`config.mk`:
```
export PLATFORM = sky130hd
export DESIGN_NAME = dma_cluster_frontend
export DESIGN_NICKNAME = d
export VERILOG_FILES = /design/src/common/dma_cluster_pkg.sv /design/src/dma/dma_spill_reg.sv /design/src/dma/dma_row_splitter.sv /design/src/dma/dma_group_distributor.sv /design/src/dma/dma_completion_tracker.sv /design/src/design/dma_cluster_frontend.sv
export SDC_FILE = /design/constraint.sdc
export NUM_CORES = 1
export LEC_CHECK = 0
export ABC_AREA = 0
export BUFFER_PORTS_ARGS = -buffer_cell sky130_fd_sc_hd__buf_2
export CORE_ASPECT_RATIO = 0.5
export CORE_UTILIZATION = 40
export DETAILED_ROUTE_END_ITERATION = 6
export GPL_ROUTABILITY_DRIVEN = 0
export GPL_TIMING_DRIVEN = 0
export SLEW_MARGIN = 20
export SYNTH_ARGS = -nofsm -noshare
export SYNTH_HDL_FRONTEND = slang
export SYNTH_HIERARCHICAL = 1
export SYNTH_SLANG_ARGS = --single-unit
```
`constraint.sdc`:
```
create_clock -name clk_i -period 18 [get_ports clk_i]
set_clock_uncertainty 0.1 [all_clocks]
set_input_delay 0.9 -clock clk_i [delete_from_list [all_inputs] [get_ports clk_i]]
set_output_delay 0.9 -clock clk_i [all_outputs]
set_load 0.01 [all_outputs]
```
`src/common/dma_cluster_pkg.sv`:
```
/* DMA cluster front end package
   Geometry of the interleaved TCDM and the request, piece and status types */
`default_nettype none

package dma_cluster_pkg;

  // Cluster geometry
  localparam int unsigned NumGroups     = 4;
  localparam int unsigned BanksPerGroup = 4;
  localparam int unsigned BankBytes     = 4;
  localparam int unsigned GroupBytes    = BanksPerGroup * BankBytes;
  localparam int unsigned RowBytes      = GroupBytes * NumGroups; // One interleaving row

  localparam int unsigned AddrWidth     = 32;
  localparam int unsigned LenWidth      = 16;
  localparam int unsigned GroupIdxWidth = $clog2(NumGroups);

  // Completion tracking
  localparam int unsigned TrackDepth    = 16;
  localparam int unsigned TrackPtrWidth = $clog2(TrackDepth);
  localparam int unsigned TrackCntWidth = $clog2(TrackDepth) + 2; // Headroom for early dones

  typedef logic [AddrWidth-1:0] addr_t;
  typedef logic [LenWidth-1:0]  len_t;

  // TCDM region
  localparam addr_t       TcdmBaseAddr = 32'h0000_0000;
  localparam int unsigned TcdmSize     = 64 * 1024;

  // Whole transfer or group piece
  typedef struct packed {
    addr_t src;
    addr_t dst;
    len_t  num_bytes;
  } dma_req_t;

  typedef struct packed {
    dma_req_t req;
    logic     last;   // Final piece of the transfer
  } dma_row_piece_t;

  typedef logic [NumGroups-1:0] group_mask_t;

  typedef struct packed {
    logic trans_complete;
    logic backend_idle;
  } dma_meta_t;

endpackage : dma_cluster_pkg

`default_nettype wire

```
`src/dma/dma_spill_reg.sv`:
```
/* Two-entry valid/ready register slice for DMA request words
   Both the data path and the ready path are registered */
`timescale 1ns/1ps
`default_nettype none

module dma_spill_reg (
  input  logic                      clk_i,
  input  logic                      rst_n_i,
  input  dma_cluster_pkg::dma_req_t data_i,
  input  logic                      valid_i,
  output logic                      ready_o,
  output dma_cluster_pkg::dma_req_t data_o,
  output logic                      valid_o,
  input  logic                      ready_i
);
  import dma_cluster_pkg::*;

  dma_req_t a_data_q;
  dma_req_t b_data_q;
  logic     a_full_q, a_full_d;
  logic     b_full_q, b_full_d;
  logic     ready_q;
  logic     a_fill, a_drain, b_fill, b_drain;

  assign a_fill  = valid_i && ready_q;
  assign a_drain = a_full_q && !b_full_q;  // Out or into the spill entry
  assign b_fill  = a_drain && !ready_i;
  assign b_drain = b_full_q && ready_i;

  assign a_full_d = a_fill || (a_full_q && !a_drain);
  assign b_full_d = b_fill || (b_full_q && !b_drain);

  always_ff @(posedge clk_i) begin
    if (!rst_n_i) begin
      a_full_q <= 1'b0;
      b_full_q <= 1'b0;
      ready_q  <= 1'b0;
    end else begin
      a_full_q <= a_full_d;
      b_full_q <= b_full_d;
      ready_q  <= !(a_full_d && b_full_d);
    end
  end

  always_ff @(posedge clk_i) begin
    if (a_fill) a_data_q <= data_i;
    if (b_fill) b_data_q <= a_data_q;
  end

  // Spill entry always holds the older word
  assign data_o  = b_full_q ? b_data_q : a_data_q;
  assign valid_o = a_full_q || b_full_q;
  assign ready_o = ready_q;

  a_hold_stable: assert property (@(posedge clk_i) disable iff (!rst_n_i)
    valid_o && !ready_i |=> valid_o && $stable(data_o));

endmodule : dma_spill_reg

`default_nettype wire

```
`src/dma/dma_row_splitter.sv`:
```
/* Row splitter of the DMA front end
   Cuts a transfer into pieces that never cross an interleaving row */
`timescale 1ns/1ps
`default_nettype none

module dma_row_splitter (
  input  logic                            clk_i,
  input  logic                            rst_n_i,
  input  dma_cluster_pkg::dma_req_t       req_i,
  input  logic                            req_valid_i,
  output logic                            req_ready_o,
  output dma_cluster_pkg::dma_row_piece_t piece_o,
  output logic                            piece_valid_o,
  input  logic                            piece_ready_i
);
  import dma_cluster_pkg::*;

  dma_req_t cur_q;    // Remaining part of the transfer
  logic     active_q;
  len_t     room;
  len_t     chunk;
  logic     is_last;
  logic     req_hs;
  logic     piece_hs;

  // Bytes left until the next row boundary
  assign room    = len_t'(RowBytes - (cur_q.dst % RowBytes));
  assign is_last = (cur_q.num_bytes <= room);
  assign chunk   = is_last ? cur_q.num_bytes : room;

  assign piece_o.req.src       = cur_q.src;
  assign piece_o.req.dst       = cur_q.dst;
  assign piece_o.req.num_bytes = chunk;
  assign piece_o.last          = is_last;
  assign piece_valid_o         = active_q;

  assign piece_hs    = piece_valid_o && piece_ready_i;
  // Next transfer loads while the last piece leaves
  assign req_ready_o = !active_q || (piece_hs && is_last);
  assign req_hs      = req_valid_i && req_ready_o;

  always_ff @(posedge clk_i) begin
    if (!rst_n_i) begin
      active_q <= 1'b0;
    end else if (req_hs) begin
      active_q <= 1'b1;
    end else if (piece_hs && is_last) begin
      active_q <= 1'b0;
    end
  end

  always_ff @(posedge clk_i) begin
    if (req_hs) begin
      cur_q <= req_i;
    end else if (piece_hs) begin
      cur_q.src       <= cur_q.src + chunk;
      cur_q.dst       <= cur_q.dst + chunk;
      cur_q.num_bytes <= cur_q.num_bytes - chunk;
    end
  end

  // Every destination is expected inside the TCDM region
  a_req_in_tcdm: assert property (@(posedge clk_i) disable iff (!rst_n_i)
    req_hs && (req_i.num_bytes != '0) |->
      (req_i.dst >= TcdmBaseAddr) &&
      (({1'b0, req_i.dst} + (AddrWidth+1)'(req_i.num_bytes)) <=
       (AddrWidth+1)'(TcdmBaseAddr + TcdmSize)));

  a_piece_in_row: assert property (@(posedge clk_i) disable iff (!rst_n_i)
    piece_valid_o |-> (piece_o.req.dst % RowBytes) + piece_o.req.num_bytes <= RowBytes);

endmodule : dma_row_splitter

`default_nettype wire

```
`src/dma/dma_group_distributor.sv`:
```
/* Group distributor of the DMA front end
   Cuts row pieces at group stripes and steers each stripe to its group */
`timescale 1ns/1ps
`default_nettype none

module dma_group_distributor (
  input  logic                            clk_i,
  input  logic                            rst_n_i,
  input  dma_cluster_pkg::dma_row_piece_t piece_i,
  input  logic                            piece_valid_i,
  output logic                            piece_ready_o,
  output dma_cluster_pkg::dma_req_t [dma_cluster_pkg::NumGroups-1:0] group_req_o,
  output dma_cluster_pkg::group_mask_t    group_valid_o,
  input  dma_cluster_pkg::group_mask_t    group_ready_i,
  output logic                            track_push_o,
  output dma_cluster_pkg::group_mask_t    track_mask_o,
  output logic                            track_last_o,
  input  logic                            track_full_i
);
  import dma_cluster_pkg::*;

  dma_req_t                 cur_q;
  logic                     last_q;   // Row piece ends the transfer
  group_mask_t              mask_q;   // Groups used so far
  logic                     active_q;
  len_t                     room;
  len_t                     chunk;
  logic                     last_stripe;
  logic [GroupIdxWidth-1:0] target;
  logic                     out_valid;
  logic                     advance;
  logic                     piece_hs;

  assign room        = len_t'(GroupBytes - (cur_q.dst % GroupBytes));
  assign last_stripe = (cur_q.num_bytes <= room);
  assign chunk       = last_stripe ? cur_q.num_bytes : room;
  assign target      = GroupIdxWidth'((cur_q.dst / GroupBytes) % NumGroups);

  // The last stripe waits for a free tracker slot
  assign out_valid = active_q && !(last_stripe && track_full_i);
  assign advance   = out_valid && group_ready_i[target];

  for (genvar g = 0; g < NumGroups; g++) begin : gen_group_out
    assign group_req_o[g].src       = cur_q.src;
    assign group_req_o[g].dst       = cur_q.dst;
    assign group_req_o[g].num_bytes = chunk;
  end : gen_group_out

  assign group_valid_o = out_valid ? (group_mask_t'(1) << target) : '0;

  assign track_push_o = advance && last_stripe;
  assign track_mask_o = mask_q | (group_mask_t'(1) << target);
  assign track_last_o = last_q;

  assign piece_ready_o = (!active_q || track_push_o) && !track_full_i;
  assign piece_hs      = piece_valid_i && piece_ready_o;

  always_ff @(posedge clk_i) begin
    if (!rst_n_i) begin
      active_q <= 1'b0;
    end else if (piece_hs) begin
      active_q <= 1'b1;
    end else if (track_push_o) begin
      active_q <= 1'b0;
    end
  end

  always_ff @(posedge clk_i) begin
    if (piece_hs) begin
      cur_q  <= piece_i.req;
      last_q <= piece_i.last;
      mask_q <= '0;
    end else if (advance) begin
      cur_q.src       <= cur_q.src + chunk;
      cur_q.dst       <= cur_q.dst + chunk;
      cur_q.num_bytes <= cur_q.num_bytes - chunk;
      mask_q          <= track_mask_o;
    end
  end

  a_one_group: assert property (@(posedge clk_i) disable iff (!rst_n_i)
    $onehot0(group_valid_o));

endmodule : dma_group_distributor

`default_nettype wire

```
`src/dma/dma_completion_tracker.sv`:
```
/* Completion tracker of the DMA front end
   Matches group done strobes with outstanding row pieces, builds cluster status */
`timescale 1ns/1ps
`default_nettype none

module dma_completion_tracker (
  input  logic                         clk_i,
  input  logic                         rst_n_i,
  input  logic                         push_i,
  input  dma_cluster_pkg::group_mask_t mask_i,
  input  logic                         last_i,
  output logic                         full_o,
  input  dma_cluster_pkg::group_mask_t group_done_i,
  input  logic                         busy_i,
  output dma_cluster_pkg::dma_meta_t   dma_meta_o
);
  import dma_cluster_pkg::*;

  group_mask_t              mask_mem [TrackDepth];
  logic                     last_mem [TrackDepth];
  logic [TrackPtrWidth-1:0] wr_ptr_q, rd_ptr_q;
  logic [TrackPtrWidth:0]   count_q, count_d;
  group_mask_t              head_mask;
  group_mask_t              avail;    // Group has a done for the head record
  logic                     head_valid;
  logic                     retire;
  dma_meta_t                meta_q, meta_d;

  assign full_o     = (count_q == TrackDepth);
  assign head_valid = (count_q != '0);
  assign head_mask  = mask_mem[rd_ptr_q];
  assign retire     = head_valid && ((head_mask & ~avail) == '0);
  assign count_d    = count_q + (TrackPtrWidth+1)'(push_i) - (TrackPtrWidth+1)'(retire);

  // Dones not yet used, one counter per group
  for (genvar g = 0; g < NumGroups; g++) begin : gen_done_cnt
    logic [TrackCntWidth-1:0] cnt_q;
    logic                     take;

    assign take     = retire && head_mask[g];
    assign avail[g] = (cnt_q != '0) || group_done_i[g]; // Same-cycle done counts too

    always_ff @(posedge clk_i) begin
      if (!rst_n_i) begin
        cnt_q <= '0;
      end else begin
        cnt_q <= cnt_q + TrackCntWidth'(group_done_i[g]) - TrackCntWidth'(take);
      end
    end

    a_cnt_no_overflow: assert property (@(posedge clk_i) disable iff (!rst_n_i)
      group_done_i[g] && !take |-> cnt_q != '1);
  end : gen_done_cnt

  always_ff @(posedge clk_i) begin
    if (!rst_n_i) begin
      wr_ptr_q <= '0;
      rd_ptr_q <= '0;
      count_q  <= '0;
    end else begin
      if (push_i) wr_ptr_q <= wr_ptr_q + 1'b1;
      if (retire) rd_ptr_q <= rd_ptr_q + 1'b1;
      count_q <= count_d;
    end
  end

  always_ff @(posedge clk_i) begin
    if (push_i) begin
      mask_mem[wr_ptr_q] <= mask_i;
      last_mem[wr_ptr_q] <= last_i;
    end
  end

  assign meta_d.trans_complete = retire && last_mem[rd_ptr_q];
  assign meta_d.backend_idle   = (count_d == '0) && !busy_i;

  always_ff @(posedge clk_i) begin
    if (!rst_n_i) begin
      meta_q <= '{trans_complete: 1'b0, backend_idle: 1'b1};
    end else begin
      meta_q <= meta_d;
    end
  end

  assign dma_meta_o = meta_q;

  a_no_push_full: assert property (@(posedge clk_i) disable iff (!rst_n_i)
    full_o |-> !push_i);

endmodule : dma_completion_tracker

`default_nettype wire

```
`src/design/dma_cluster_frontend.sv`:
```
/* DMA front end of the shared-L1 cluster
   Splits L2 transfers into rows and group stripes and collects completions */
`timescale 1ns/1ps
`default_nettype none

module dma_cluster_frontend (
  input  logic                         clk_i,
  input  logic                         rst_n_i,
  input  dma_cluster_pkg::dma_req_t    dma_req_i,
  input  logic                         dma_req_valid_i,
  output logic                         dma_req_ready_o,
  output dma_cluster_pkg::dma_req_t [dma_cluster_pkg::NumGroups-1:0] group_req_o,
  output dma_cluster_pkg::group_mask_t group_valid_o,
  input  dma_cluster_pkg::group_mask_t group_ready_i,
  input  dma_cluster_pkg::group_mask_t group_done_i,
  output dma_cluster_pkg::dma_meta_t   dma_meta_o
);
  import dma_cluster_pkg::*;

  dma_req_t                 req_cut;
  logic                     req_cut_valid, req_cut_ready;
  dma_row_piece_t           row_piece;
  logic                     row_valid, row_ready;
  dma_req_t [NumGroups-1:0] grp_req;
  group_mask_t              grp_valid, grp_ready;
  logic                     track_push, track_last, track_full;
  group_mask_t              track_mask;
  logic                     busy;

  dma_spill_reg i_req_cut (
    .clk_i, .rst_n_i,
    .data_i (dma_req_i),     .valid_i(dma_req_valid_i), .ready_o(dma_req_ready_o),
    .data_o (req_cut),       .valid_o(req_cut_valid),   .ready_i(req_cut_ready)
  );

  dma_row_splitter i_row_splitter (
    .clk_i, .rst_n_i,
    .req_i   (req_cut),   .req_valid_i  (req_cut_valid), .req_ready_o  (req_cut_ready),
    .piece_o (row_piece), .piece_valid_o(row_valid),     .piece_ready_i(row_ready)
  );

  dma_group_distributor i_group_distributor (
    .clk_i, .rst_n_i,
    .piece_i      (row_piece), .piece_valid_i(row_valid), .piece_ready_o(row_ready),
    .group_req_o  (grp_req),   .group_valid_o(grp_valid), .group_ready_i(grp_ready),
    .track_push_o (track_push),
    .track_mask_o (track_mask),
    .track_last_o (track_last),
    .track_full_i (track_full)
  );

  // Anything still moving ahead of the tracker keeps the backend busy
  assign busy = req_cut_valid || row_valid || (|grp_valid) || (|group_valid_o);

  dma_completion_tracker i_completion_tracker (
    .clk_i, .rst_n_i,
    .push_i (track_push), .mask_i(track_mask), .last_i(track_last), .full_o(track_full),
    .group_done_i, .busy_i(busy), .dma_meta_o
  );

  for (genvar g = 0; g < NumGroups; g++) begin : gen_group_cut
    dma_spill_reg i_group_cut (
      .clk_i, .rst_n_i,
      .data_i (grp_req[g]),     .valid_i(grp_valid[g]),     .ready_o(grp_ready[g]),
      .data_o (group_req_o[g]), .valid_o(group_valid_o[g]), .ready_i(group_ready_i[g])
    );
  end : gen_group_cut

  // Geometry checks
  if (NumGroups != 2**GroupIdxWidth)
    $fatal(1, "[dma_cluster] The number of groups must be a power of two.");
  if (RowBytes != 2**$clog2(RowBytes))
    $fatal(1, "[dma_cluster] The row size must be a power of two.");
  if ((TcdmBaseAddr % RowBytes) != 0 || (TcdmSize % RowBytes) != 0)
    $fatal(1, "[dma_cluster] The TCDM region must be row aligned.");
  if (TrackDepth != 2**TrackPtrWidth)
    $fatal(1, "[dma_cluster] The tracker depth must be a power of two.");

endmodule : dma_cluster_frontend

`default_nettype wire

```
==> metrics.yaml, run 1 <==
run_status:
  status: "finished clean"
sta:
  fin_ws_ps: 10790
  fin_crit_sh_pct: 40.0
  period_minus_slack_ps: 7210
  rsz0062_at_grt: "no"
  setup_viol: 0
  tightest_slew_ps: 987
  clock.fmax_ghz: 0.139
  slew_violations: 0
  worst_hold_slack_ps: 236
  relSlewSlack_pct: 33.7
  finalHoldViolCount: 0
  setup-tns-final_ps: 0
die:
  start_util_pct: 40.5
  die_height_um: 255
  die_w_um: 508
  die-area_um2: 130000
  ioPinCount: 418
  row_count: 92
  core-area_um2: 127000
flow_run:
  drv_cap: 0
placement:
  dpl-instance-area_um2: 56600
  placed_cells: 5718
  hpwl_um: 95500
  io_buffers: 417
  post-place-ws_ps: 11020
global_route:
  grtUsageMet1_pct: 26.5
  gr-usage-met3_pct: 3.00
  grt_pass1_vias: 29000
  grt_pass1_wl_um: 186000
  antenna_found_initial: 8
  gr-usage-all-layers_pct: 19.5
  grt_max_degree: 67
  use_met2_pct: 32.5
  grt_overflow_total: 0
  top_usage_layer: "met2"
yosys:
  synth_top_family_by_area: "multiplexers"
  synth_area_um2: 51300
  syn_inst: 3454
  synth-compound-area-share_pct: 4.67
  synth_cell_type_count: 85
  synthAdderAreaFrac_pct: 3.67
  yosys-top-cells-count: "edfxtp_1 (1041), mux2_2 (450), buf_4 (390)"
  syn_avg_cell_area_um2: 14.8
  synth-seq-cells: 1105
  synth_enable_flop_cells: 1041
  yosysWarnings: 6
  async_flop_share_pct: 0
  yosysSeqAreaShare_pct: 63.5
  ys.flop_type: "edfxtp_1"
  synth.largest_area_cell: "edfxtp_1"
  synth_xor_area_share_pct: 2.82
  yosys-top-cells-area: "edfxtp_1 (61%), mux2_2 (9.9%), buf_4 (5.7%)"
  yosysMostFrequentCell: "edfxtp_1"
  synth_mux_area_share_pct: 12.0
  yosysTopAreaCellShare_pct: 61.0
  synth-simple-area-share_pct: 5.34
critical_path:
  cp-end-kind: "register"
  critPathRequiredTime_ps: 18370
  path_class: "reg -> reg"
  startpoint_type: "register"
  path_max_fanout: 9
  critPathArrivalTime_ps: 7570
detailed_routing:
  drtIter0Drc: 2207
  detail_route.first_pass.iterations: 5
  wl_um: 129000
  ant_nets: 0
  routedWlPerCell_um: 21.8
  drc_errors: 0
  vias_per_cell: 4.97
  vias: 29300
clock_tree:
  post_cts_resize_count: 0
  h-tree-depth: 3
  cts.sinks: 1105
  postCtsSetupRepairBufs: 0
  cts_root_buf: "clkbuf_16"
  cts_tree: "built"
  clk_pin_slew_worst_paths_ps: 70
  numCtsBuffers: 101
  worstSkewPairLatency_ps: 740
  hold_buffers: 0
  cts_max_path_buffers: 3
cells_and_area:
  final_cell_count_no_fill: 5906
  stdcell_area_um2: 60100
  synthToLayoutAreaGrowth_pct: 17.3
  nets: 4364
  fillCellCount: 11000
  drive_above_1_share_pct: 38.4
power_and_ir_drop:
  p_per_area_nw_per_um2: 113
  power.leakage_nw: 22.4
  max-vdd-ir-drop_mv: 0.0683
min_path:
  hp-class: "in -> reg"
cells by family (layout without fill, tap and decap cells):
kind of cell	Yosys count	after routing
DFF	1105	1105
AOI/OAI and AO/OA	384	384
other	2	94
xor gates and xnor gates	165	165
buffers and inverters	596	1264
muxes	517	517
and+or+nand+nor	541	541
adders and majority gates	144	144
per-layer routing:
metal | wire length (µm) | vias to the layer above | share of wire, %
met2 | 62300 | 680 | 48
met3 | 5980 | 172 | 4.6
li1 | - | 13700 | -
met5 | 27 | - | 0.021
met4 | 3200 | 4 | 2.5
met1 | 57500 | 14800 | 45
report_power, final:
group          switching, mW  total, mW  internal [mW]
combinational          0.705       1.37          0.667
clock                   1.00       2.29           1.29
sequential             0.135       3.14           3.01
total                   1.84       6.80           4.96
worst paths after layout:
path | from | to | slack, ps | depth (start not counted)
worst min register to register | i_req_cut/a_data_q[63] | i_req_cut/b_data_q[63] | 320 | 0
worst min-delay path | dma_req_i[25] | i_req_cut/a_data_q[25] | 240 | 1
worst max-delay path | i_row_splitter/piece_o[17] | i_row_splitter/piece_o[39] | 10790 | 21
worst max register to register | i_row_splitter/piece_o[17] | i_row_splitter/piece_o[39] | 10790 | 21
through the flow:
| stage | util [%] | power [mW] |
|---|---|---|
| 5_1_grt | 47.5 | 7.12 |
| 3_5_place_dp | 44.8 | 4.54 |
| 4_1_cts | 47.5 | 6.84 |
| 3_3_place_gp | 44.1 | 4.49 |
| 2_1_floorplan | - | 4.18 |
| 6_report | 47.5 | 6.80 |
area by class of cell:
type                            instances  area (µm²)  area share (%)
Antenna cell                            1        2.50         0.00416
Timing Repair Buffer                  481        2830            4.70
Buffer                                485        3710            6.18
Clock buffer                          118        2670            4.44
Clock inverter                         69         830            1.38
Tap cell                             1692        2120            3.52
Sequential cell                      1105       32500            54.1
Inverter                              111         444           0.739
Multi-Input combinational cell       1844       15000            24.9
flip-flops by register name (all words and copies together) (netlist names), 5 cells and up, named ones only:
register,flops
i_group_distributor/cur_q,16
gen_group_cut.i_group_cut/b_data_q,320
i_completion_tracker/count_q,5
i_group_distributor/group_req_o,64
i_completion_tracker/last_mem,16
i_row_splitter/cur_q,16
i_completion_tracker/mask_mem,64
i_req_cut/b_data_q,80
i_req_cut/a_data_q,80
i_completion_tracker/gen_done_cnt.cnt_q,24
i_row_splitter/piece_o,64
gen_group_cut.i_group_cut/a_data_q,320
critical path: stages, from the launching register on:
cell and delay [ps]:
edfxtp_1 480, nor3_1 330, nor3b_1 270, xnor2_1 210
inv_1 80, ha_1 310, and3_1 200, a2111oi_0 480
o21a_1 240, o21ai_1 290, o21ai_0 810, ha_1 340
inv_1 70, fa_1 410, and2b_1 250, o2111ai_1 240
a2111oi_0 610, and3b_1 280, buf_2 180, nor4_1 330
xor2_1 120, mux2_2 280
cell usage in the layout (no fill, tap or decap), types with 17 or more instances in the layout:
cell	instances
inv_1	105
mux2_4	30
nor4_1	17
nand3_1	28
clkbuf_1	27
conb_1	93
o21ai_0	91
buf_4	428
xnor2_1	87
mux2_2	450
and2_1	47
clkinv_2	18
a21o_1	36
nor2_1	128
buf_2	431
clkbuf_16	104
nand4_1	22
mux2i_1	17
edfxtp_1	1041
nor3_1	25
ha_1	133
dfxtp_1	64
nand2_1	150
nor2b_1	18
nand2b_1	17
xor2_1	78
a21oi_1	114
and3_1	20
buf_6	63
(Power assumes the default switching activity.)
==> inputs of run 2 (changes only) <==
==> constraint.sdc (replaced) <==
create_clock -name clk_i -period 6.7 [get_ports clk_i]
set_clock_uncertainty 0.1 [all_clocks]
set_input_delay 0.335 -clock clk_i [delete_from_list [all_inputs] [get_ports clk_i]]
set_output_delay 0.335 -clock clk_i [all_outputs]
set_load 0.01 [all_outputs]
==> metrics.yaml, run 2 (synthesis results as in run 1) <==
sta:
  slew_violations: 0  # unchanged
  clock.fmax_ghz: 0.161  # was 0.139 GHz
  worst_hold_slack_ps: 107  # was 236 ps
  period_minus_slack_ps: 6210  # was 7210 ps
  fin_crit_sh_pct: 92.7  # was 40.0%
  finalHoldViolCount: 0  # unchanged
  relSlewSlack_pct: 28.8  # was 33.7%
  setup_viol: 0  # unchanged
  tightest_slew_ps: 1060  # was 987 ps
  rsz0062_at_grt: "no"  # unchanged
cells_and_area:
  drive_above_1_share_pct: 37.2  # was 38.4%
  final_common_cell: "edfxtp_1"  # unchanged
  nets: 4436  # was 4364
  stdcell_area_um2: 61000  # was 60100 µm²
  largestRegisters: "gen_group_cut.i_group_cut/a_data_q x320, gen_group_cut.i_group_cut/b_data_q x320"  # unchanged
  final_cell_count_no_fill: 5980  # was 5906
  layout_common_cells: "edfxtp_1 (1041), mux2_2 (450), buf_2 (431)"  # unchanged
  synthToLayoutAreaGrowth_pct: 19.0  # was 17.3%
global_route:
  grt_max_degree: 58  # was 67
  grt_overflow_total: 0  # unchanged
  grt_pass1_wl_um: 184000  # was 186000 µm
  antenna_found_initial: 5  # was 8
  gr-usage-all-layers_pct: 19.1  # was 19.5%
  grt_pass1_vias: 28800  # was 29000
die:
  ioPinCount: 418  # unchanged
  die_w_um: 508  # unchanged
  die_height_um: 255  # unchanged
  core-area_um2: 127000  # unchanged
  die-area_um2: 130000  # unchanged
  start_util_pct: 40.5  # unchanged
  row_count: 92  # unchanged
clock_tree:
  numCtsBuffers: 101  # unchanged
  cts_root_buf: "clkbuf_16"  # unchanged
  h-tree-depth: 3  # unchanged
  cts_tree: "built"  # unchanged
  worstSkewPairLatency_ps: 730  # was 740 ps
  cts.sinks: 1105  # unchanged
  cts_max_path_buffers: 3  # unchanged
  clk_pin_slew_worst_paths_ps: 70  # about the same
critical_path:
  cpMostUsedCell: "inv_1"
  cp_top_family: "compound AO/OA/AOI/OAI gates"  # unchanged
  critical_path_buf_inv_count: 3  # unchanged
  crit_slowest_cell: "a2111oi_1"  # was o21ai_0
  slowest_delay_ps: 570  # was 810 ps
  crit_chain: "nor3_2 > nor3b_1 > xnor2_1 > inv_1 > ha_1 > and3_1 > a2111oi_0 > o21a_1 > o21ai_2 > mux2_2 > inv_1 > fa_1 > and2b_1 > o2111ai_1 > a2111oi_1 > and3b_1 > buf_2 > nor4_1 > xor2_1 > mux2_4"  # was nor3_1 > nor3b_1 > xnor2_1 > inv_1 > ha_1 > and3_1 > a2111oi_0 > o21a_1 > o21ai_1 > o21ai_0 > ha_1 > inv_1 > fa_1 > and2b_1 > o2111ai_1 > a2111oi_0 > and3b_1 > buf_2 > nor4_1 > xor2_1 > mux2_2
  critPathLaunch: "i_row_splitter/piece_o[17]"  # unchanged
  regToRegStartpoint: "i_row_splitter/piece_o[17]"  # unchanged
  critPathRequiredTime_ps: 7090  # was 18370 ps
  path_class: "reg -> reg"  # unchanged
  path_max_fanout: 9  # unchanged
  critPathArrivalTime_ps: 6600  # was 7570 ps
  cp-end-kind: "register"  # unchanged
  startpoint_type: "register"  # unchanged
flow_run:
  drv_cap: 0  # unchanged
placement:
  dpl-instance-area_um2: 56600  # about the same
  hpwl_um: 93700  # was 95500 µm
  placed_cells: 5699  # was 5718
  io_buffers: 417  # unchanged
power_and_ir_drop:
  p_per_area_nw_per_um2: 299  # was 113 nW/µm²
  max-vdd-ir-drop_mv: 0.208  # was 0.0683 mV
  power.leakage_nw: 22.7  # was 22.4 nW
detailed_routing:
  detail_route.first_pass.iterations: 6  # was 5
  drc_errors: 0  # unchanged
  vias_per_cell: 4.97  # about the same
  drtIter0Drc: 2135  # was 2207
  wl_um: 127000  # was 129000 µm
  vias: 29700  # was 29300
  routedWlPerCell_um: 21.3  # was 21.8 µm
  ant_nets: 0  # unchanged
min_path:
  hp-class: "in -> reg"  # unchanged
  hold_start: "rst_n_i"  # was dma_req_i[25]
run_status:
  status: "finished clean"  # unchanged
## run 2: worst paths after layout
path	cells after the start	to	slack [ps]
max	20	i_row_splitter/piece_o[47]	490
min	2	gen_group_cut[3].i_group_cut/a_full_q	110
max reg2reg	20	i_row_splitter/piece_o[47]	490
min reg2reg	0	i_req_cut/b_data_q[35]	340
## run 2: area by class of cell
cell class	instances	area, µm²
Antenna cell	2	5.00
Buffer	485	3710
Clock buffer	115	2580
Clock inverter	73	880
Fill cell	11000	65500
Inverter	111	444
Multi-Input combinational cell	1844	15000
Sequential cell	1105	32500
Tap cell	1692	2120
Timing Repair Buffer	553	3710
## run 2: per-stage QoR
step           TNS, ps  utilization [%]  setup WS (ps)  power, mW
2_1_floorplan        0                -            487       11.2
3_3_place_gp   -427010             44.1          -1870       12.0
3_5_place_dp     -1020             44.8           -182       12.2
4_1_cts              0             48.2           11.6       18.4
5_1_grt              0             48.2           89.8       19.1
6_report             0             48.2            490       18.2
## run 2: repair_timing
item,CTS,global route
resized for setup,1,5
setup endpoints to repair,14,16
endpoints found under the hold margin,115,0
buffers inserted,0,2
hold buffers,89,0
pin swaps,0,1
gates cloned,0,0
## run 2: power by group
group | switching [mW] | total (mW) | internal (mW)
Sequential | 0.354 | 8.43 | 8.08
Clock | 2.72 | 6.10 | 3.38
Combinational | 1.88 | 3.70 | 1.82
## run 2: per-layer routing
metal  vias up  part of all wire (%)  track usage [%]
met2       709                    48             31.7
met5         -                 0.012                0
met3       170                   4.7             3.28
met1     15000                    45             26.3
met4         4                   2.1             4.52
li1      13900                     -                -
